`config.mk`:
```
export PLATFORM = sky130hd
export DESIGN_NAME = vlane_seq
export DESIGN_NICKNAME = d
export VERILOG_FILES = /design/src/rtl/vlane_cmd_pkg.sv /design/src/rtl/vlane_vrf_pkg.sv /design/src/rtl/vlane_seq_ctrl.sv /design/src/rtl/vrf_addr_counter.sv /design/src/rtl/bwen_gen.sv /design/src/rtl/read_valid_gen.sv /design/src/rtl/vlane_seq.sv
export VERILOG_INCLUDE_DIRS = /design/src /design/src/rtl
export SDC_FILE = /design/constraint.sdc
export NUM_CORES = 1
export LEC_CHECK = 0
export ABC_AREA = 1
export BUFFER_PORTS_ARGS = -buffer_cell sky130_fd_sc_hd__buf_2
export CORE_MARGIN = 2
export CORE_UTILIZATION = 48
export CTS_BUF_LIST = sky130_fd_sc_hd__clkbuf_2
export DETAILED_ROUTE_END_ITERATION = 8
export PLACE_DENSITY = 0.83
export SLEW_MARGIN = 20
export SYNTH_ARGS = -nofsm -noshare
export SYNTH_HDL_FRONTEND = slang
export SYNTH_SLANG_ARGS = --single-unit
export TNS_END_PERCENT = 30
```
`constraint.sdc`:
```
create_clock -name clk_i -period 4.4 [get_ports clk_i]
set_input_delay 0.88 -clock clk_i [delete_from_list [all_inputs] [get_ports clk_i]]
set_output_delay 0.88 -clock clk_i [all_outputs]
set_load 0.05 [all_outputs]
```
`src/rtl/vlane_seq_consts.svh`:
```
`ifndef VLANE_SEQ_CONSTS_SVH
`define VLANE_SEQ_CONSTS_SVH

////////////////////////////////////////
// Lane geometry
////////////////////////////////////////
`define VLS_LANES           8
`define VLS_MEM_DEPTH       512        // Words per lane
`define VLS_MAX_VL_PER_LANE 256        // Elements per lane

////////////////////////////////////////
// Derived widths
////////////////////////////////////////
`define VLS_ADDR_W  ($clog2(`VLS_MEM_DEPTH))
`define VLS_VL_W    ($clog2(`VLS_LANES * `VLS_MAX_VL_PER_LANE))
`define VLS_CNT_W   ($clog2(`VLS_MAX_VL_PER_LANE) + 1)   // Holds read_limit and delay + limit
`define VLS_DELAY_W ($clog2(`VLS_MAX_VL_PER_LANE))
`define VLS_SEL_W   3                                    // Read port select

`endif

```
`src/rtl/vlane_cmd_pkg.sv`:
```
`include "vlane_seq_consts.svh"

package vlane_cmd_pkg;

    // Instruction kinds as issued by the dispatcher, gaps are unused kinds
    typedef enum logic [2:0] {
        INST_NORMAL    = 3'd0,
        INST_STORE     = 3'd2,
        INST_IDX_STORE = 3'd3,
        INST_LOAD      = 3'd4,
        INST_IDX_LOAD  = 3'd5
    } inst_type_e;

    typedef enum logic [1:0] {
        WIDTH_BYTE = 2'd1,
        WIDTH_HALF = 2'd2,
        WIDTH_WORD = 2'd3
    } width_e;

    typedef struct packed {
        logic [1:0]            op2_sel;
        logic [`VLS_SEL_W-1:0] op3_sel;        // From port allocation
        logic [31:0]           x_data;         // Scalar operand
        logic [4:0]            imm;
        logic [5:0]            opmode;
        logic                  en_32bit_mul;
    } alu_ctrl_t;

    // Everything captured on acceptance
    typedef struct packed {
        inst_type_e                   inst_type;
        logic [`VLS_DELAY_W-1:0]      delay;      // Read to write latency in cycles
        logic [`VLS_VL_W-1:0]         vl;
        width_e                       rd_width;
        width_e                       wr_width;
        logic [2:0][`VLS_ADDR_W-1:0]  raddr;      // vs1, vs2, vs3
        logic [`VLS_ADDR_W-1:0]       waddr;
        logic                         mask;
        logic [`VLS_SEL_W-1:0]        store_data_sel;
        logic [`VLS_SEL_W-1:0]        index_sel;
        alu_ctrl_t                    alu;
    } vls_cmd_t;

endpackage

```
`src/rtl/vlane_vrf_pkg.sv`:
```
`include "vlane_seq_consts.svh"

package vlane_vrf_pkg;

    typedef logic [`VLS_ADDR_W-1:0]     vrf_addr_t;
    typedef logic [`VLS_LANES-1:0][3:0] lane_bwen_t;      // Four bytes per lane word
    typedef logic [`VLS_LANES-1:0]      lane_valid_t;

    // Source operand read side
    typedef struct packed {
        vrf_addr_t [2:0]       raddr;
        vlane_cmd_pkg::width_e width;
    } vrf_rd_t;

    // Destination write side, one address per lane
    typedef struct packed {
        vrf_addr_t [`VLS_LANES-1:0] waddr;
        lane_bwen_t                 bwen;
        vlane_cmd_pkg::width_e      width;
    } vrf_wr_t;

    typedef struct packed {
        logic                  store_data_valid;
        logic                  index_valid;
        logic                  ready_for_load;
        logic [`VLS_SEL_W-1:0] store_data_sel;
        logic [`VLS_SEL_W-1:0] index_sel;
        logic [1:0]            write_data_sel;    // 1 selects load data
    } lsu_ctrl_t;

    typedef struct packed {
        logic                  wen;
        logic [`VLS_CNT_W-2:0] addr;
    } vmrf_t;

endpackage

```
`src/rtl/vlane_seq_ctrl.sv`:
```
`timescale 1ns/1ns
`include "vlane_seq_consts.svh"

module vlane_seq_ctrl (
    input  logic                      clk_i,
    input  logic                      rst_i,
    input  logic                      start_i,
    input  vlane_cmd_pkg::vls_cmd_t   cmd_i,
    input  logic                      load_last_i,
    output logic                      ready_o,
    output vlane_cmd_pkg::vls_cmd_t   cmd_o,
    output logic                      wr_en_o,
    output logic                      load_mode_o,
    output vlane_cmd_pkg::width_e     waddr_width_o,
    output logic                      waddr_load_o,
    output logic                      waddr_en_o,
    output logic                      raddr_load_o,
    output logic                      raddr_en_o,
    output logic                      rvalid_load_o,
    output logic                      rvalid_shift_o,
    output vlane_vrf_pkg::lsu_ctrl_t  lsu_o,
    output vlane_vrf_pkg::vmrf_t      vmrf_o
);
    import vlane_cmd_pkg::*;

    localparam int LANE_SHIFT = $clog2(`VLS_LANES);

    typedef enum logic [1:0] {ST_IDLE, ST_NORMAL, ST_READ, ST_LOAD} state_e;
    typedef logic [`VLS_CNT_W:0] span_t;   // One bit wider than the counter

    state_e                 state_q;
    state_e                 state_d;
    vls_cmd_t               cmd_q;
    logic                   start_q;
    logic [`VLS_CNT_W-1:0]  main_cnt_q;
    logic [`VLS_CNT_W-2:0]  mask_cnt_q;
    logic [`VLS_CNT_W-1:0]  read_limit;
    span_t                  cnt_ext;
    span_t                  write_end;
    logic                   rd_active;
    logic                   wr_active;
    logic                   normal_done;
    logic                   read_done;
    logic                   load_mode;
    logic                   is_store;
    logic                   is_index;

    ////////////////////////////////////////
    // Phase boundaries
    ////////////////////////////////////////
    // Words per lane, rounded up
    assign read_limit = `VLS_CNT_W'(cmd_q.vl >> LANE_SHIFT)
                      + `VLS_CNT_W'(|cmd_q.vl[LANE_SHIFT-1:0]);
    assign cnt_ext   = span_t'(main_cnt_q);
    assign write_end = span_t'(cmd_q.delay) + span_t'(read_limit);

    assign rd_active = (state_q == ST_NORMAL || state_q == ST_READ) &&
                       (main_cnt_q < read_limit);
    assign wr_active = (state_q == ST_NORMAL) && (cnt_ext >= span_t'(cmd_q.delay)) &&
                       (cnt_ext < write_end);
    assign normal_done = (cnt_ext + 1'b1) >= write_end;      // Last write cycle
    assign read_done   = (cnt_ext + 1'b1) >= span_t'(read_limit);
    assign load_mode   = (state_q == ST_LOAD);

    assign is_store = (cmd_q.inst_type == INST_STORE) || (cmd_q.inst_type == INST_IDX_STORE);
    assign is_index = (cmd_q.inst_type == INST_IDX_STORE) || (cmd_q.inst_type == INST_IDX_LOAD);

    ////////////////////////////////////////
    // FSM
    ////////////////////////////////////////
    always_comb begin
        state_d = state_q;
        case (state_q)
            ST_IDLE: begin
                if (start_q) begin                 // Command registered last cycle
                    case (cmd_q.inst_type)
                        INST_NORMAL:    state_d = ST_NORMAL;
                        INST_STORE,
                        INST_IDX_STORE,
                        INST_IDX_LOAD:  state_d = ST_READ;
                        INST_LOAD:      state_d = ST_LOAD;
                        default:        state_d = ST_IDLE;
                    endcase
                end
            end
            ST_NORMAL: if (normal_done) state_d = ST_IDLE;
            ST_READ:   if (read_done) state_d = ST_IDLE;
            ST_LOAD:   if (load_last_i) state_d = ST_IDLE;   // Latency set by memory side
            default:   state_d = ST_IDLE;
        endcase
    end

    always_ff @(posedge clk_i) begin
        if (!rst_i) begin
            state_q    <= ST_IDLE;
            start_q    <= 1'b0;
            ready_o    <= 1'b1;
            main_cnt_q <= '0;
            mask_cnt_q <= '0;
        end else begin
            state_q <= state_d;
            start_q <= start_i && ready_o;

            if (start_i && ready_o) begin
                ready_o <= 1'b0;
            end else if (!ready_o && state_d == ST_IDLE) begin
                ready_o <= 1'b1;
            end

            if (state_q == ST_IDLE) begin
                main_cnt_q <= '0;
            end else if (state_q != ST_LOAD) begin
                main_cnt_q <= main_cnt_q + 1'b1;
            end

            // Counts mask bits written so far
            if (state_q == ST_IDLE) begin
                mask_cnt_q <= '0;
            end else if (wr_active) begin
                mask_cnt_q <= mask_cnt_q + 1'b1;
            end
        end
    end

    // Command register
    always_ff @(posedge clk_i) begin
        if (start_i && ready_o) begin
            cmd_q <= cmd_i;
        end
    end

    ////////////////////////////////////////
    // Strobes to datapath
    ////////////////////////////////////////
    assign cmd_o          = cmd_q;
    assign wr_en_o        = wr_active;
    assign load_mode_o    = load_mode;
    assign waddr_width_o  = load_mode ? WIDTH_WORD : cmd_q.wr_width;   // Loads write full words
    assign waddr_load_o   = (state_q == ST_IDLE);
    assign waddr_en_o     = wr_active || load_mode;
    assign raddr_load_o   = (state_q == ST_IDLE);
    assign raddr_en_o     = rd_active;
    assign rvalid_load_o  = (state_q == ST_IDLE);
    assign rvalid_shift_o = rd_active;

    always_comb begin
        lsu_o.store_data_valid = rd_active && is_store;
        lsu_o.index_valid      = rd_active && is_index;
        lsu_o.ready_for_load   = load_mode;
        lsu_o.store_data_sel   = cmd_q.store_data_sel;
        lsu_o.index_sel        = cmd_q.index_sel;
        lsu_o.write_data_sel   = load_mode ? 2'b01 : 2'b00;
        vmrf_o.wen             = wr_active && cmd_q.mask;
        vmrf_o.addr            = mask_cnt_q;
    end

    // Write window must start after the first read
    a_normal_delay: assert property (@(posedge clk_i) disable iff (!rst_i)
        (state_q == ST_NORMAL) |-> (cmd_q.delay != '0));

    a_ready_idle: assert property (@(posedge clk_i) disable iff (!rst_i)
        (state_q != ST_IDLE) |-> !ready_o);

endmodule

```
`src/rtl/vrf_addr_counter.sv`:
```
`timescale 1ns/1ns
`include "vlane_seq_consts.svh"

module vrf_addr_counter (
    input  logic                     clk_i,
    input  logic                     rst_i,
    input  logic                     load_i,
    input  logic                     en_i,
    input  vlane_vrf_pkg::vrf_addr_t start_addr_i,
    input  vlane_cmd_pkg::width_e    width_i,
    output vlane_vrf_pkg::vrf_addr_t addr_o
);
    import vlane_cmd_pkg::*;

    logic [`VLS_ADDR_W-1:0] addr_q;
    logic [1:0]             phase_q;       // Element within current word
    logic [1:0]             phase_last;

    // Elements per word minus one
    always_comb begin
        case (width_i)
            WIDTH_BYTE: phase_last = 2'd3;
            WIDTH_HALF: phase_last = 2'd1;
            default:    phase_last = 2'd0;
        endcase
    end

    always_ff @(posedge clk_i) begin
        if (!rst_i) begin
            addr_q  <= '0;
            phase_q <= '0;
        end else if (load_i) begin
            addr_q  <= start_addr_i;
            phase_q <= '0;
        end else if (en_i) begin
            if (phase_q == phase_last) begin   // Word full, move on
                phase_q <= '0;
                addr_q  <= addr_q + 1'b1;
            end else begin
                phase_q <= phase_q + 1'b1;
            end
        end
    end

    assign addr_o = addr_q;

endmodule

```
`src/rtl/bwen_gen.sv`:
```
`timescale 1ns/1ns
`include "vlane_seq_consts.svh"

module bwen_gen (
    input  logic                      clk_i,
    input  logic                      rst_i,
    input  logic                      wr_en_i,
    input  logic                      load_mode_i,
    input  vlane_cmd_pkg::width_e     width_i,
    input  vlane_vrf_pkg::lane_bwen_t load_bwen_i,
    output vlane_vrf_pkg::lane_bwen_t bwen_o
);
    import vlane_cmd_pkg::*;

    logic [3:0] shift4_q;    // Byte lane pointer
    logic [1:0] shift2_q;    // Half-word pointer
    logic [3:0] pattern;

    ////////////////////////////////////////
    // Rotating patterns
    ////////////////////////////////////////
    always_ff @(posedge clk_i) begin
        if (!rst_i) begin
            shift4_q <= 4'b0001;
            shift2_q <= 2'b01;
        end else if (wr_en_i) begin
            shift4_q <= {shift4_q[2:0], shift4_q[3]};
            shift2_q <= {shift2_q[0], shift2_q[1]};
        end else begin
            // Restart from the low byte for the next window
            shift4_q <= 4'b0001;
            shift2_q <= 2'b01;
        end
    end

    always_comb begin
        case (width_i)
            WIDTH_BYTE: pattern = shift4_q;
            WIDTH_HALF: pattern = {{2{shift2_q[1]}}, {2{shift2_q[0]}}};
            WIDTH_WORD: pattern = 4'b1111;
            default:    pattern = 4'b0000;
        endcase
    end

    // Loads take their enables from the memory side
    always_comb begin
        for (int i = 0; i < `VLS_LANES; i++) begin
            if (load_mode_i) begin
                bwen_o[i] = load_bwen_i[i];
            end else begin
                bwen_o[i] = wr_en_i ? pattern : 4'b0000;
            end
        end
    end

    // A byte write drives exactly one enable per lane
    a_byte_onehot: assert property (@(posedge clk_i) disable iff (!rst_i)
        (wr_en_i && width_i == WIDTH_BYTE) |-> $onehot(bwen_o[0]));

endmodule

```
`src/rtl/read_valid_gen.sv`:
```
`timescale 1ns/1ns
`include "vlane_seq_consts.svh"

module read_valid_gen (
    input  logic                       clk_i,
    input  logic                       rst_i,
    input  logic                       load_i,
    input  logic [`VLS_VL_W-1:0]       vl_i,
    input  logic                       shift_i,
    output vlane_vrf_pkg::lane_valid_t valid_o
);

    localparam int LANES = `VLS_LANES;

    logic [`VLS_VL_W-1:0] remain_q;    // Elements not yet read

    always_ff @(posedge clk_i) begin
        if (!rst_i) begin
            remain_q <= '0;
        end else if (load_i) begin
            remain_q <= vl_i;
        end else if (shift_i) begin
            if (remain_q > LANES) begin
                remain_q <= remain_q - `VLS_VL_W'(LANES);   // One element per lane consumed
            end else begin
                remain_q <= '0;
            end
        end
    end

    // Lane i holds element c*LANES+i in read cycle c
    always_comb begin
        for (int i = 0; i < LANES; i++) begin
            valid_o[i] = shift_i && (remain_q > i);
        end
    end

endmodule

```
`src/rtl/vlane_seq.sv`:
```
`timescale 1ns/1ns
`include "vlane_seq_consts.svh"

module vlane_seq (
    input  logic                       clk_i,
    input  logic                       rst_i,
    input  logic                       start_i,
    input  vlane_cmd_pkg::vls_cmd_t    cmd_i,
    output logic                       ready_o,
    output vlane_vrf_pkg::vrf_rd_t     vrf_rd_o,
    output vlane_vrf_pkg::vrf_wr_t     vrf_wr_o,
    output vlane_vrf_pkg::lane_valid_t read_valid_o,
    output vlane_vrf_pkg::vmrf_t       vmrf_o,
    output vlane_vrf_pkg::lsu_ctrl_t   lsu_o,
    output vlane_cmd_pkg::alu_ctrl_t   alu_o,
    input  logic                       load_last_i,
    input  vlane_vrf_pkg::lane_bwen_t  load_bwen_i
);
    import vlane_cmd_pkg::*;
    import vlane_vrf_pkg::*;

    vls_cmd_t        cmd_q;
    width_e          waddr_width;
    logic            wr_en;
    logic            load_mode;
    logic            waddr_load;
    logic            waddr_en;
    logic            raddr_load;
    logic            raddr_en;
    logic            rvalid_load;
    logic            rvalid_shift;
    vrf_addr_t       waddr;
    vrf_addr_t [2:0] raddr;
    lane_bwen_t      bwen;

    ////////////////////////////////////////
    // Control
    ////////////////////////////////////////
    vlane_seq_ctrl u_ctrl (
        .clk_i          (clk_i),
        .rst_i          (rst_i),
        .start_i        (start_i),
        .cmd_i          (cmd_i),
        .load_last_i    (load_last_i),
        .ready_o        (ready_o),
        .cmd_o          (cmd_q),
        .wr_en_o        (wr_en),
        .load_mode_o    (load_mode),
        .waddr_width_o  (waddr_width),
        .waddr_load_o   (waddr_load),
        .waddr_en_o     (waddr_en),
        .raddr_load_o   (raddr_load),
        .raddr_en_o     (raddr_en),
        .rvalid_load_o  (rvalid_load),
        .rvalid_shift_o (rvalid_shift),
        .lsu_o          (lsu_o),
        .vmrf_o         (vmrf_o)
    );

    ////////////////////////////////////////
    // Address generation
    ////////////////////////////////////////
    vrf_addr_counter u_waddr_cnt (
        .clk_i        (clk_i),
        .rst_i        (rst_i),
        .load_i       (waddr_load),
        .en_i         (waddr_en),
        .start_addr_i (cmd_q.waddr),
        .width_i      (waddr_width),
        .addr_o       (waddr)
    );

    for (genvar i = 0; i < 3; i++) begin : g_raddr   // vs1, vs2, vs3
        vrf_addr_counter u_raddr_cnt (
            .clk_i        (clk_i),
            .rst_i        (rst_i),
            .load_i       (raddr_load),
            .en_i         (raddr_en),
            .start_addr_i (cmd_q.raddr[i]),
            .width_i      (cmd_q.rd_width),
            .addr_o       (raddr[i])
        );
    end

    bwen_gen u_bwen (
        .clk_i       (clk_i),
        .rst_i       (rst_i),
        .wr_en_i     (wr_en),
        .load_mode_i (load_mode),
        .width_i     (waddr_width),
        .load_bwen_i (load_bwen_i),
        .bwen_o      (bwen)
    );

    read_valid_gen u_rvalid (
        .clk_i   (clk_i),
        .rst_i   (rst_i),
        .load_i  (rvalid_load),
        .vl_i    (cmd_q.vl),
        .shift_i (rvalid_shift),
        .valid_o (read_valid_o)
    );

    // All lanes share one write address
    always_comb begin
        vrf_rd_o.raddr = raddr;
        vrf_rd_o.width = cmd_q.rd_width;
        vrf_wr_o.waddr = {`VLS_LANES{waddr}};
        vrf_wr_o.bwen  = bwen;
        vrf_wr_o.width = waddr_width;
    end

    assign alu_o = cmd_q.alu;    // Held until next acceptance

endmodule

```
# After elaboration in Yosys (flattened, before gate mapping)
# Cells that the tools add are included.
word_totals:
  regBits: 200
  latchBits: 0
  ram_bits: 0
  mem_bits_ro: 0
  out_inout_bits: 213
  word_cells: 160
  mem_count: 0
classes:
  add_sub_neg: 14
  n_mul: 0
  n_div: 0
  order_cmp: 14
  n_eq_ne: 17
  shifts: 0
  n_mux: 41
  bitwise_logic: 1
  reduce_logical: 39
ops:
  columns: ["operator", "n"]
  rows:
  - ["2-to-1 mux 9 bit", 12]
  - ["adder 9 x 1 -> 9 bit, second input constant", 5]
  - ["> comparator 11 x 3 -> 1 bit, second input constant", 4]
  - ["2-to-1 mux 4 bit", 9]
  - ["2-to-1 mux 11 bit", 3]
  - ["> comparator 11 x 1 -> 1 bit, second input constant", 2]
  - ["> comparator 11 x 2 -> 1 bit, second input constant", 2]
  - ["2-to-1 mux 2 bit", 9]
  - ["logical AND 1 bit", 16]
  - ["nonzero test 2 bit", 7]
  - ["one-hot mux 4 bit (3 select lines)", 1]
  - ["> comparator 11 x 4 -> 1 bit, second input constant", 1]
  - ["subtractor 11 x 4 -> 11 bit, second input constant", 1]
  - ["adder 8 x 9 -> 10 bit", 1]
  - ["adder 9 x 1 -> 10 bit, second input constant", 1]
  - ["== test 2 bit, second input constant", 5]
  - ["greater-or-equal comparator 10 bit", 1]
  - ["greater-or-equal comparator 10 x 9 -> 1 bit", 1]
  - ["< comparator 9 x 10 -> 1 bit", 1]
  - ["AND reduction 2 bit", 5]
  - ["adder 8 x 1 -> 9 bit", 1]
  - ["greater-or-equal comparator 9 x 8 -> 1 bit", 1]
  - ["< comparator 9 bit", 1]
  - ["adder 2 x 1 -> 2 bit, second input constant", 4]
  - ["17 further kinds", 32]

# Depth between registers and ports, before layout
depth:
  depth_word: 10
  depth_mapped: 27

# Cells and area by module
# A second synthesis with hierarchy kept.
hier_totals:
  hier_cells: 1350
  area_unflattened_um2: 11496.0
modules_own_cells:
  columns: ["mod", "n_inst", "cells_each", "area_each_um2", "seq_area_each_um2"]
  rows:
  - ["vlane_seq_ctrl", 1, 535, 6434.9, 3963.8]
  - ["vrf_addr_counter", 4, 130, 800.8, 220.2]
  - ["read_valid_gen", 1, 129, 840.8, 220.2]
  - ["bwen_gen", 1, 103, 544.3, 120.1]
  - ["vlane_seq", 1, 63, 473.0, 0.0]

# Worst setup path before layout
# Ideal clock, no wire load.
synth_timing:
  path_type: "register to output"
  from: "reg, netlist name u_ctrl.cmd_o[98]"
  to: "out read_valid_o[7]"
  t_arrival_ns: 4.834
  required_time_ns: 3.520
  slack_ns: -1.314
  path_stages_with_launch: 15
  n_path_buf: 1
  cell_sequence: "edfxtp_1 -> or3_1 -> ha_1 -> ha_1 -> nand2_1 -> inv_1 -> nand4_1 -> xor2_1 -> ha_1 -> a21oi_1 -> o21a_1 -> and2_1 -> nand3_1 -> buf_2 -> a2111oi_0"
synth_via:
  elab_chain_cells: 5
synth_rtl:
  columns: ["item", "line_no", "text"]
  rows:
  - ["OR reduction 3 bit", "vlane_seq_ctrl.sv:53", "+ `VLS_CNT_W'(|cmd_q.vl[LANE_SHIFT-1:0]);"]
  - ["adder 8 x 1 -> 9 bit (no line)", null, null]
  - ["< comparator 9 bit", "vlane_seq_ctrl.sv:58", "(main_cnt_q < read_limit);"]
  - ["logical AND 1 bit", "vlane_seq_ctrl.sv:57", "assign rd_active = (state_q == ST_NORMAL || state_q == ST_READ) &&"]
  - ["logical AND 1 bit", "read_valid_gen.sv:34", "valid_o[i] = shift_i && (remain_q > i);"]
  - ["end: declaration", "vlane_seq.sv:12", "output vlane_vrf_pkg::lane_valid_t read_valid_o,"]
# Every way passes these cells.

==> metrics.cfg <==
[run_status]
status=complete, but fails checks
violations=setup timing

[global_route]
grtUsageTotal=0.232
grt_pass1_vias=9209
grt_max_degree=73
grt_pass1_wl_um=44500
grt_antenna_before_repair=5
overflow=0

[floorplan]
die-area_sq_mm=0.0246
initial_utilization=0.492
io_pins=367
die_w_um=157
num_rows=55
die_h_um=157
coreArea_sq_mm=0.0228

[clocking]
clock-sinks=200
cts_inserted_buffers=17
clock-root-buffer=clkbuf_2
hold_buffers=0
cts.clk_slew.worst_paths_ns=0.38
cts_tree=built
cts_max_path_buffers=2
htree_levels=4
clk_latency_ns=0.81

[layout]
drive_above_1_share=0.331
syn_to_final_growth_pct=21.7
fin_util=0.599
fin_nets=1796
multi_input_area_sq_mm=0.00475
regArea_sq_mm=0.00518
final_cells=1899
n_fill_cell=1945

[synth]
synth_area_per_cell_sq_um=8.71
synth_area_sq_mm=0.0112
synthArstFlopShare=0
synth_edf_count=118
ys_warn_count=0
synth_flop_cell=edfxtp_1
synthDistinctLibCells=52
synth-seq-area-share=0.463
syn_inst=1287
synth_seq_cells=200
syn-num-nets=1513

[sta]
setup_viol=43
finalCritPeriodShare=1.29
fin_crit_ns=5.68
fin_skew_ns=0.0703
hold_viol_final=0
finalMaxSlewViolations=0
rsz0062_at_grt=yes
worst_slew_pin_slew_ns=0.921
max_slew_margin=0.386
fmax_mhz=176
finalWorstSetupSlack_ns=-1.28

[hold_path]
hold_class=input pin to flop
worstHoldPathCells=1

[power]
netSwitchingPower_w=0.00217
internal_power_w=0.00286
p_clk_frac=0.206
ir_drop_mv=0.230
cellLeakagePower_nw=6.50
totalPowerFinal_w=0.00503
comb_power_share=0.343
p_seq_frac=0.451
power_density_mw_per_mm2=369
p_sw_frac=0.431

[detailed_routing]
drtPass1Iterations=5
vias=9483
wirelength_um=29600
via_per_inst=4.99
wl_per_cell_um=15.6
drc_errors=0
drtIter0Drc=512
antenna_left=0

[critical_path]
path_class=flop to output port
cpMostUsedCell=nand2_1
worstSetupStartpointType=flop
reg2reg_depth=28
worstPathRequired_ns=3.52
endpoint_kind=output port
arrival_ns=4.80
critPathMaxStageDelay_ns=0.46
slowest_stage=edfxtp_1
path_max_fanout=8

[placed_design]
dp_hpwl_um=22200
place_inst=1857
gp_congestion=0.946
place.port_buffers=365

[flow_run]
drv_cap=0

cell usage after synthesis (all sizes together) (2+ instances only):
cell type	n	area (sq um)
nand3	47	290
nor3b	5	37.5
o211ai	2	15.0
o21a	3	22.5
o21bai	2	15.0
a311oi	2	17.5
xor2	23	201
xnor2	13	114
nand4	15	93.8
a211oi	8	60.1
edfxtp	118	3540
nor4	2	12.5
a21oi	70	350
buf	128	960
nand3b	2	15.0
ha	71	888
dfxtp	82	1640
o31ai	2	15.0
nor2	111	437
a31oi	18	113
clkbuf	25	93.8
o21ai	54	270
or2	6	37.5
a22oi	9	67.6
inv	125	469
nand2	309	1190
nor3	24	141
cells in the final DEF, fill, tap and decap left out, drive strengths merged, types with 2 or more instances in the layout:
cell	n
a21oi	70
nand3	47
xor2	23
a311oi	2
o21a	3
xnor2	13
nor3	24
o21bai	2
clkbuf	17
ha	71
a31oi	18
edfxtp	118
o31ai	2
nand2	309
o211ai	2
buf	417
o21ai	54
nor4	2
a211oi	8
clkinv	5
nor3b	5
a22oi	9
nand3b	2
diode	3
or2	6
inv	134
nand4	15
nor2	111
dfxtp	82
critical path: cells and delay by family, from the launching register on:
| kind | cells | cell delay, ns |
|---|---|---|
| simple gates | 12 | 1.35 |
| fa+ha+maj | 4 | 0.87 |
| buf+inv | 5 | 0.48 |
| flops | 1 | 0.46 |
| compound gates | 4 | 0.46 |
| xor+xnor | 2 | 0.43 |
worst paths after layout:
check	from	end	slack, ns
setup / recovery	u_ctrl.cmd_o[96]$_DFFE_PP_	vrf_wr_o[24]	-1.28
hold / removal	cmd_i[108]	u_ctrl.cmd_o[108]$_DFFE_PP_	0.20
setup reg to reg	u_ctrl.cmd_o[96]$_DFFE_PP_	u_waddr_cnt.addr_o[8]$_SDFFE_PN0P_	0.27
hold reg to reg	u_bwen.shift4_q[1]$_SDFF_PN0_	u_bwen.shift4_q[2]$_SDFF_PN0_	0.44
power groups by stage:
stage	Sequential [W]	Combinational, W	Clock (W)
2_1_floorplan	0.00244	0.00121	0
3_3_place_gp	0.00230	0.00165	0
3_5_place_dp	0.00230	0.00168	0
4_1_cts	0.00227	0.00172	0.00108
5_1_grt	0.00229	0.00185	0.00113
6_report	0.00227	0.00173	0.00104
flip-flops by register name, indices dropped and copies added (netlist names):
register                     count
u_ctrl.state_q                   2
u_ctrl.main_cnt_q                9
u_ctrl.start_q                   1
u_ctrl.mask_cnt_q                8
g_raddr.u_raddr_cnt.phase_q      6
g_raddr.u_raddr_cnt.addr_o      27
u_ctrl.ready_o                   1
u_rvalid.remain_q               11
u_bwen.shift4_q                  4
u_ctrl.cmd_o                   118
u_waddr_cnt.addr_o               9
u_waddr_cnt.phase_q              2
u_bwen.shift2_q                  2
through the flow:
| step | hold WS, ns | cell area (sq um) | TNS, ns | worst slack (ns) |
|---|---|---|---|---|
| floorplan | 0.395 | 11300 | -10.16 | -0.344 |
| global placement | 0.416 | 12800 | -15.76 | -0.543 |
| detailed placement | 0.422 | 12800 | -22.11 | -0.759 |
| CTS | 0.133 | 13500 | -46.92 | -1.34 |
| global route | 0.103 | 13600 | -57.82 | -1.61 |
| finish | 0.204 | 13600 | -44.92 | -1.28 |
metal layers:
metal	track usage	vias up	wire length, um
met5	0	-	0
met4	0.0974	0	1050
met3	0.0501	64	1990
met2	0.437	396	15300
met1	0.249	4305	11200
li1	-	4718	-
repair_timing:
item                       4_1_cts  5_1_grt
setup buffers                    3        4
pin swaps                       15        9
hold endpoints to repair         0        0
resized for setup              114       14
setup endpoints to repair       43       47
logic make-up (layout without fill, tap and decap cells):
logic type	count (synthesis)	count (layout)	synth area share
AO/OA/AOI/OAI	176	176	0.0891
buffers and inverters	278	574	0.136
adder cells (fa/ha/maj)	72	72	0.0811
XOR/XNOR	36	36	0.0281
AND/OR/NAND/NOR	524	524	0.203
other	1	4	0.000335
flip-flops	200	200	0.463
cell type report:
type / instances / area share
Tap cell: 313 / 0.0287
Antenna cell: 3 / 0.000550
Inverter: 125 / 0.0351
Clock buffer: 17 / 0.00624
Timing Repair Buffer: 417 / 0.185
Clock inverter: 15 / 0.0161
Multi-Input combinational cell: 809 / 0.348
Sequential cell: 200 / 0.380
(Power assumes the default switching activity.)
